$ cat src/source/timer_pkg.sv
/*
 * Timer package
 * Register offsets, control field layout and reset values of the timer
 */
package timer_pkg;

   //************************************************************
   // Register offsets
   //************************************************************
   localparam logic [3:0] REG_COUNT = 4'h0;   // Current count, a write loads it
   localparam logic [3:0] REG_CTRL  = 4'h4;   // Enable and prescaler
   localparam logic [3:0] REG_CMP   = 4'h8;   // Wrap value

   //************************************************************
   // Control register fields
   //************************************************************
   localparam int unsigned CTRL_EN_BIT  = 0;
   localparam int unsigned CTRL_PRE_LSB = 3;
   localparam int unsigned PRESCALE_W   = 3;   // Tick every prescale+1 clocks

   // Width of the count and compare registers
   localparam int unsigned COUNT_W = 32;

   //************************************************************
   // Reset values
   //************************************************************
   // Compare starts at all ones so a fresh timer runs the full range
   localparam logic [COUNT_W-1:0] CMP_RESET = 32'hFFFF_FFFF;

endpackage

$ cat src/source/apb_map_pkg.sv
/*
 * APB map package
 * Bus widths and the peripheral slot layout behind the APB interconnect
 */
package apb_map_pkg;

   //************************************************************
   // APB bus widths
   //************************************************************
   localparam int unsigned APB_ADDR_W   = 20;   // Matches the bridge's APB address
   localparam int unsigned APB_DATA_W   = 32;

   //************************************************************
   // Slot decode
   //************************************************************
   // Each slot covers 0x2000 of address space
   //   slot 1  0x02000  timer
   //   slot 2  0x04000  pwm (not present)
   //   slot 3  0x06000  uart (not present)
   //   slot 4  0x08000  gpio (not present)
   //   slot 5  0x0A000  spi (not present)
   //   slot 7  0x0E000  i2c (not present)
   localparam int unsigned SLOT_LSB     = 13;
   localparam int unsigned SLOT_W       = 3;
   localparam int unsigned TIMER_SLOT   = 1;

   // Low address bits handed to a peripheral
   localparam int unsigned REG_OFFSET_W = 4;

endpackage
$ cat src/source/apb_timer_sys.sv
/*
 * APB timer subsystem
 * Zero-wait-state APB slave with the slot decoder, timer registers and counter
 */
`timescale 1ns/100ps

module apb_timer_sys import apb_map_pkg::*, timer_pkg::*; (
   input  logic                  clk,
   input  logic                  rst_n_i,

   input  logic                  psel_i,
   input  logic                  penable_i,
   input  logic                  pwrite_i,
   input  logic [APB_ADDR_W-1:0] paddr_i,
   input  logic [APB_DATA_W-1:0] pwdata_i,
   output logic [APB_DATA_W-1:0] prdata_o,
   output logic                  pready_o,
   output logic                  pslverr_o,

   output logic                  irq_o
);

   // Decoder to registers
   logic                    tmr_sel;
   logic                    tmr_enable;
   logic                    tmr_write;
   logic [REG_OFFSET_W-1:0] tmr_offset;
   logic [APB_DATA_W-1:0]   tmr_wdata;
   logic [APB_DATA_W-1:0]   tmr_prdata;
   logic                    tmr_slverr;

   // Registers to counter
   logic                    cnt_en;
   logic [PRESCALE_W-1:0]   cnt_prescale;
   logic [COUNT_W-1:0]      cnt_cmp;
   logic                    cnt_ld;
   logic [COUNT_W-1:0]      cnt_ld_val;
   logic [COUNT_W-1:0]      cnt_value;

   //************************************************************
   // Address decode stage
   //************************************************************
   apb_decoder u_decoder (
      .psel_i       (psel_i),
      .penable_i    (penable_i),
      .pwrite_i     (pwrite_i),
      .paddr_i      (paddr_i),
      .pwdata_i     (pwdata_i),
      .prdata_o     (prdata_o),
      .pready_o     (pready_o),
      .pslverr_o    (pslverr_o),
      .tmr_sel_o    (tmr_sel),
      .tmr_enable_o (tmr_enable),
      .tmr_write_o  (tmr_write),
      .tmr_offset_o (tmr_offset),
      .tmr_wdata_o  (tmr_wdata),
      .tmr_prdata_i (tmr_prdata),
      .tmr_slverr_i (tmr_slverr)
   );

   //************************************************************
   // Register access stage
   //************************************************************
   timer_regs u_regs (
      .clk            (clk),
      .rst_n_i        (rst_n_i),
      .sel_i          (tmr_sel),
      .enable_i       (tmr_enable),
      .write_i        (tmr_write),
      .offset_i       (tmr_offset),
      .wdata_i        (tmr_wdata),
      .rdata_o        (tmr_prdata),
      .slverr_o       (tmr_slverr),
      .count_i        (cnt_value),
      .en_o           (cnt_en),
      .prescale_o     (cnt_prescale),
      .cmp_o          (cnt_cmp),
      .count_ld_o     (cnt_ld),
      .count_ld_val_o (cnt_ld_val)
   );

   //************************************************************
   // Counting stage
   //************************************************************
   timer_counter u_counter (
      .clk            (clk),
      .rst_n_i        (rst_n_i),
      .en_i           (cnt_en),
      .prescale_i     (cnt_prescale),
      .cmp_i          (cnt_cmp),
      .count_ld_i     (cnt_ld),
      .count_ld_val_i (cnt_ld_val),
      .count_o        (cnt_value),
      .irq_o          (irq_o)
   );

endmodule

$ cat src/source/timer_counter.sv
/*
 * Timer counter
 * Prescaler, 32-bit count with compare wrap, and the interrupt pulse
 */
`timescale 1ns/100ps

module timer_counter import timer_pkg::*; (
   input  logic                  clk,
   input  logic                  rst_n_i,
   input  logic                  en_i,
   input  logic [PRESCALE_W-1:0] prescale_i,
   input  logic [COUNT_W-1:0]    cmp_i,
   input  logic                  count_ld_i,
   input  logic [COUNT_W-1:0]    count_ld_val_i,
   output logic [COUNT_W-1:0]    count_o,
   output logic                  irq_o
);

   logic [PRESCALE_W-1:0] pre_cnt;
   logic [COUNT_W-1:0]    count_q;
   logic                  irq_q;
   logic                  tick;
   logic                  match;

   assign tick  = en_i && (pre_cnt == prescale_i);   // Once every prescale+1 clocks
   assign match = (count_q == cmp_i);

   //************************************************************
   // Prescaler and count
   //************************************************************
   always_ff @(posedge clk or negedge rst_n_i) begin
      if (!rst_n_i) begin
         pre_cnt <= '0;
         count_q <= '0;
         irq_q   <= 1'b0;
      end else begin
         irq_q <= 1'b0;
         if (count_ld_i) begin
            count_q <= count_ld_val_i;
            pre_cnt <= '0;                   // Restart the phase
         end else if (!en_i) begin
            pre_cnt <= '0;                   // Count holds
         end else if (tick) begin
            pre_cnt <= '0;
            if (match) begin
               count_q <= '0;
               irq_q   <= 1'b1;              // Pulse in the cycle after the wrap
            end else begin
               count_q <= count_q + 1'b1;
            end
         end else begin
            pre_cnt <= pre_cnt + 1'b1;
         end
      end
   end

   assign count_o = count_q;
   assign irq_o   = irq_q;

endmodule

$ cat src/source/timer_regs.sv
/*
 * Timer register file
 * APB read mux, write strobes and offset check for count, control and compare
 */
`timescale 1ns/100ps

module timer_regs import apb_map_pkg::*, timer_pkg::*; (
   input  logic                    clk,
   input  logic                    rst_n_i,

   // Slave side of the decoder
   input  logic                    sel_i,
   input  logic                    enable_i,
   input  logic                    write_i,
   input  logic [REG_OFFSET_W-1:0] offset_i,
   input  logic [APB_DATA_W-1:0]   wdata_i,
   output logic [APB_DATA_W-1:0]   rdata_o,
   output logic                    slverr_o,

   // Counter controls
   input  logic [COUNT_W-1:0]      count_i,
   output logic                    en_o,
   output logic [PRESCALE_W-1:0]   prescale_o,
   output logic [COUNT_W-1:0]      cmp_o,
   output logic                    count_ld_o,
   output logic [COUNT_W-1:0]      count_ld_val_o
);

   logic                  access;
   logic                  wr;
   logic                  hit_count;
   logic                  hit_ctrl;
   logic                  hit_cmp;
   logic                  reg_hit;

   logic                  en_q;
   logic [PRESCALE_W-1:0] pre_q;
   logic [COUNT_W-1:0]    cmp_q;
   logic [APB_DATA_W-1:0] ctrl_rd;

   //************************************************************
   // Offset decode
   //************************************************************
   assign access    = sel_i & enable_i;
   assign hit_count = (offset_i == REG_COUNT);
   assign hit_ctrl  = (offset_i == REG_CTRL);
   assign hit_cmp   = (offset_i == REG_CMP);
   assign reg_hit   = hit_count | hit_ctrl | hit_cmp;

   assign wr        = access & write_i & reg_hit;   // Bad offsets drop the write
   assign slverr_o  = access & ~reg_hit;

   //************************************************************
   // Control and compare registers
   //************************************************************
   always_ff @(posedge clk or negedge rst_n_i) begin
      if (!rst_n_i) begin
         en_q  <= 1'b0;
         pre_q <= '0;
         cmp_q <= CMP_RESET;
      end else begin
         if (wr && hit_ctrl) begin
            en_q  <= wdata_i[CTRL_EN_BIT];
            pre_q <= wdata_i[CTRL_PRE_LSB +: PRESCALE_W];
         end
         if (wr && hit_cmp) begin
            cmp_q <= wdata_i;
         end
      end
   end

   assign en_o       = en_q;
   assign prescale_o = pre_q;
   assign cmp_o      = cmp_q;

   // The counter takes the load on the same edge as the access
   assign count_ld_o     = wr & hit_count;
   assign count_ld_val_o = wdata_i;

   //************************************************************
   // Read mux
   //************************************************************
   always_comb begin
      ctrl_rd                                = '0;   // Unused control bits read 0
      ctrl_rd[CTRL_EN_BIT]                   = en_q;
      ctrl_rd[CTRL_PRE_LSB +: PRESCALE_W]    = pre_q;
   end

   always_comb begin
      rdata_o = '0;
      if (hit_count) begin
         rdata_o = count_i;
      end else if (hit_ctrl) begin
         rdata_o = ctrl_rd;
      end else if (hit_cmp) begin
         rdata_o = cmp_q;
      end
   end

endmodule

$ cat src/source/apb_decoder.sv
/*
 * APB slot decoder
 * Steers the access phase to the timer and answers unmapped slots with an error
 */
`timescale 1ns/100ps

module apb_decoder import apb_map_pkg::*; (
   // Upstream APB
   input  logic                    psel_i,
   input  logic                    penable_i,
   input  logic                    pwrite_i,
   input  logic [APB_ADDR_W-1:0]   paddr_i,
   input  logic [APB_DATA_W-1:0]   pwdata_i,
   output logic [APB_DATA_W-1:0]   prdata_o,
   output logic                    pready_o,
   output logic                    pslverr_o,

   // Timer slot
   output logic                    tmr_sel_o,
   output logic                    tmr_enable_o,
   output logic                    tmr_write_o,
   output logic [REG_OFFSET_W-1:0] tmr_offset_o,
   output logic [APB_DATA_W-1:0]   tmr_wdata_o,
   input  logic [APB_DATA_W-1:0]   tmr_prdata_i,
   input  logic                    tmr_slverr_i
);

   logic [SLOT_W-1:0]                     slot;
   logic [APB_ADDR_W-SLOT_LSB-SLOT_W-1:0] upper;
   logic                                  tmr_hit;
   logic                                  access;

   assign slot    = paddr_i[SLOT_LSB +: SLOT_W];
   assign upper   = paddr_i[APB_ADDR_W-1:SLOT_LSB+SLOT_W];   // Must be zero for any hit

   assign tmr_hit = (slot == SLOT_W'(TIMER_SLOT)) && (upper == '0);
   assign access  = psel_i & penable_i;

   //************************************************************
   // Request side
   //************************************************************
   // Only a timer hit raises the select, so other slots never write
   assign tmr_sel_o    = psel_i & tmr_hit;
   assign tmr_enable_o = penable_i & tmr_hit;
   assign tmr_write_o  = pwrite_i;
   assign tmr_offset_o = paddr_i[REG_OFFSET_W-1:0];
   assign tmr_wdata_o  = pwdata_i;

   //************************************************************
   // Response side
   //************************************************************
   assign pready_o = access;   // Zero wait states

   always_comb begin
      prdata_o  = '0;
      pslverr_o = 1'b0;
      if (access) begin
         if (tmr_hit) begin
            prdata_o  = tmr_prdata_i;
            pslverr_o = tmr_slverr_i;
         end else begin
            pslverr_o = 1'b1;           // Unmapped slot
         end
      end
   end

endmodule

$ cat config.mk
export PLATFORM = sky130hd
export DESIGN_NAME = apb_timer_sys
export DESIGN_NICKNAME = d
export VERILOG_FILES = /design/src/source/timer_pkg.sv /design/src/source/apb_map_pkg.sv /design/src/source/apb_timer_sys.sv /design/src/source/timer_counter.sv /design/src/source/timer_regs.sv /design/src/source/apb_decoder.sv
export SDC_FILE = /design/constraint.sdc
export NUM_CORES = 1
export LEC_CHECK = 0
export BUFFER_PORTS_ARGS = -buffer_cell sky130_fd_sc_hd__clkbuf_2
export CAP_MARGIN = 20
export CORE_ASPECT_RATIO = 0.9
export CORE_UTILIZATION = 56
export DETAILED_ROUTE_END_ITERATION = 10
export PLACE_DENSITY = 0.81
export SLEW_MARGIN = 0
export SYNTH_ARGS = -nofsm -noshare
export SYNTH_HDL_FRONTEND = slang
export SYNTH_SLANG_ARGS = --single-unit
$ cat constraint.sdc
create_clock -name clk -period 2.6 [get_ports clk]
set_input_delay 0.13 -clock clk [delete_from_list [all_inputs] [get_ports clk]]
set_output_delay 0.13 -clock clk [all_outputs]
set_load 0.005 [all_outputs]
==> metrics.txt <==
Post-Layout Cell Count 699; Power Total 2.27 mW; vias in the first global route 4,005; most common cell after layout, fill and taps aside nor2_1; FF-to-FF Start u_counter.count_o[28]; Synth cell types 47; design area 5550 µm²; Clk pwr share 41.8%; dpl cell area 5310 µm²; ANT nets after route 0; register area 1840 µm²; final setup fails 0; Worst Setup Path Type register to register; Clock Tree Root clkbuf_8; Yosys warning total 0; period utilisation layout 94.2%; Post-CTS Setup Bufs 0; RR Endpoint u_counter.count_o[4]; Final HPWL DP 8.83 mm; Peak Freq 0.408 GHz; Worst setup endpoint u_counter.count_o[4]; data arrival time of the critical path 2.68 ns; Setup WS post-layout 0.152 ns; RSZ-0062 raised after global routing no; gr usage total 29.5%; clock skew 0.00713 ns; Worst Setup Start Kind register; Gate power share 8.1%; switching share of total power 24.9%; Die Width 99.1 µm; Final nets 654; Core Util, Final 68.2%; DRC viols 0; FP Rows 31; DR vias/cell 6.10; CTS Buf Count 9; area of the multi-input gates 2710 µm²; # fillers 647; crit end category register; most frequent cells in the layout 90 x nor2_1, 81 x clkbuf_2, 40 x dfrtp_1; WP data required 2.83 ns; part of the power in registers 50.2%; 1st-iter DRT viols 392; synthesized area 4750 µm²; largest net degree at the start of global routing 57; Syn Area/Cell 9.28 µm²; top_reg_cell synth dfrtp_1; Period minus WS final 2.45 ns; Leak 2.57 nW; Hold WC Path Type primary input to register; worst-margin pin slew 0.749 ns; GPL Wtd Cong 0.880; Max VDD drop 314 µV; global-route wire length before repair 20.1 mm; CTS tree done; Pwr per Cell Area 410 nW/µm²; setup tns final 0 ns; Die H 89.4 µm; total gr overflow 0; Mapped Nets 571; Worst setup startpoint u_counter.count_o[28]; Worst Hold Margin 0.0195 ns; P_sw 565 µW; clk_lat worst skew 0.36 ns; synth-to-layout area growth 16.9%; drt wl/cell 17.9 µm; Int Pwr 1.71 mW; ant diodes 0; Max-Cap Viols 0; initial antenna violation count 0; layout cells sized above 1 32.5%; relative slew slack 50.1%; sequential fraction of the synthesis area 38.8%; Post-synth EDFFs 0; Max Slew Vio Count 0; Clock Pin Slew Worst Setup and Hold Paths 0.08 ns; reg2reg setup slack 0.15 ns; Async S/R FF share, synth 100%; clk buf depth 2; Initial Utilization 58.3%; Synth Register Bits 72; die footprint 8850 µm²; Fin. Hold Viols 0; crit path max fanout 13; Post-Synthesis Cells 512; # port buffers 82; dpl cells 681; WL final 12.5 mm; cells on worst reg2reg path 9; num ports 92; total core area 8150 µm²; pre-CTS setup slack 0.197 ns; CTS sink count 72; Vias 4,263; CTS H-tree lvls 3; outcome completed; Pre-antenna DRT Iters 5
## worst max-delay path: stages (launching register included)
cell	delay, ns
dfrtp_1	0.46
xor2_1	0.21
nor4_2	0.41
nand4_1	0.19
nor2_1	0.18
buf_4	0.22
nor2_1	0.07
buf_4	0.18
a221oi_1	0.32
nor2_1	0.09
## kinds of logic (layout without fill, tap and decap cells)
group	after synthesis	count (layout)	share of synthesized area [%]
fa+ha+maj	2	2	0.527
simple gates	205	205	21.2
buf+inv	42	130	4.56
flops	72	72	38.8
mux	66	66	17.2
xor+xnor	37	37	6.82
compound gates	88	88	10.9
## layout make-up
type | instances | area share (%)
Multi-Input combinational cell | 398 | 48.7
Tap cell | 99 | 2.23
Clock inverter | 5 | 1.13
Sequential cell | 72 | 33.2
Timing Repair Buffer | 107 | 11.5
Inverter | 7 | 0.473
Clock buffer | 11 | 2.73
## synthesized netlist by cell type (all sizes together), types with 3 or more instances
cell / n / share of area (%)
a21oi: 25 / 2.6
a221oi: 4 / 0.74
a22oi: 6 / 0.95
a31oi: 14 / 1.8
and3: 8 / 1.1
and4: 4 / 0.74
buf: 15 / 2.4
clkbuf: 20 / 1.6
dfrtp: 40 / 21
dfstp: 32 / 18
inv: 7 / 0.55
mux2: 36 / 11
mux2i: 30 / 6.3
nand2: 30 / 2.4
nand3: 12 / 1.4
nand3b: 8 / 1.3
nand4: 12 / 1.6
nor2: 90 / 7.1
nor2b: 3 / 0.40
nor3: 13 / 1.7
nor4: 11 / 1.4
o21ai: 28 / 3.0
o22ai: 3 / 0.40
or3: 4 / 0.53
xnor2: 5 / 0.92
xor2: 32 / 5.9
## worst min-delay path by stage
stage,from,to,slack (ns),cells after the start
2_1_floorplan,rst_n_i,u_counter.count_o[0],-0.17,0
3_3_place_gp,rst_n_i,u_counter.count_o[8],0.22,1
3_5_place_dp,rst_n_i,u_counter.count_o[8],0.24,1
4_1_cts,pwdata_i[31],u_regs.cmp_o[31],0.01,2
5_1_grt,pwdata_i[17],u_regs.cmp_o[17],0.02,2
6_report,pwdata_i[15],u_counter.count_o[15],0.02,3
## routing by layer
layer  global-route usage [%]  up-vias  share of wire [%]
met2                     48.3      180                 47
met5                        0        -                  0
met4                     10.8        0                1.9
met3                     5.00       26                6.0
li1                         -     1990                  -
met1                     40.1     2067                 45
## flip-flops by register name (all words and copies together), names as in the netlist
register / cells
u_regs.en_o: 1
u_counter.irq_o: 1
u_regs.cmp_o: 32
u_counter.pre_cnt: 3
u_counter.count_o: 32
u_regs.prescale_o: 3
## power groups by stage
stage / Combinational (mW) / Sequential (mW) / Clock (mW)
global route: 0.202 / 1.14 / 1.02
CTS: 0.184 / 1.14 / 0.968
global placement: 0.175 / 1.16 / 0
floorplan: 0.0879 / 1.16 / 0
detailed placement: 0.181 / 1.16 / 0
finish: 0.184 / 1.14 / 0.950
## timing repair
action / 4_1_cts / 5_1_grt
hold buffers: 2 / 0
hold endpoints to repair: 16 / 0
setup endpoints to repair: 0 / 9
resized for setup: 0 / 2
Power figures use the tool's default switching activity.
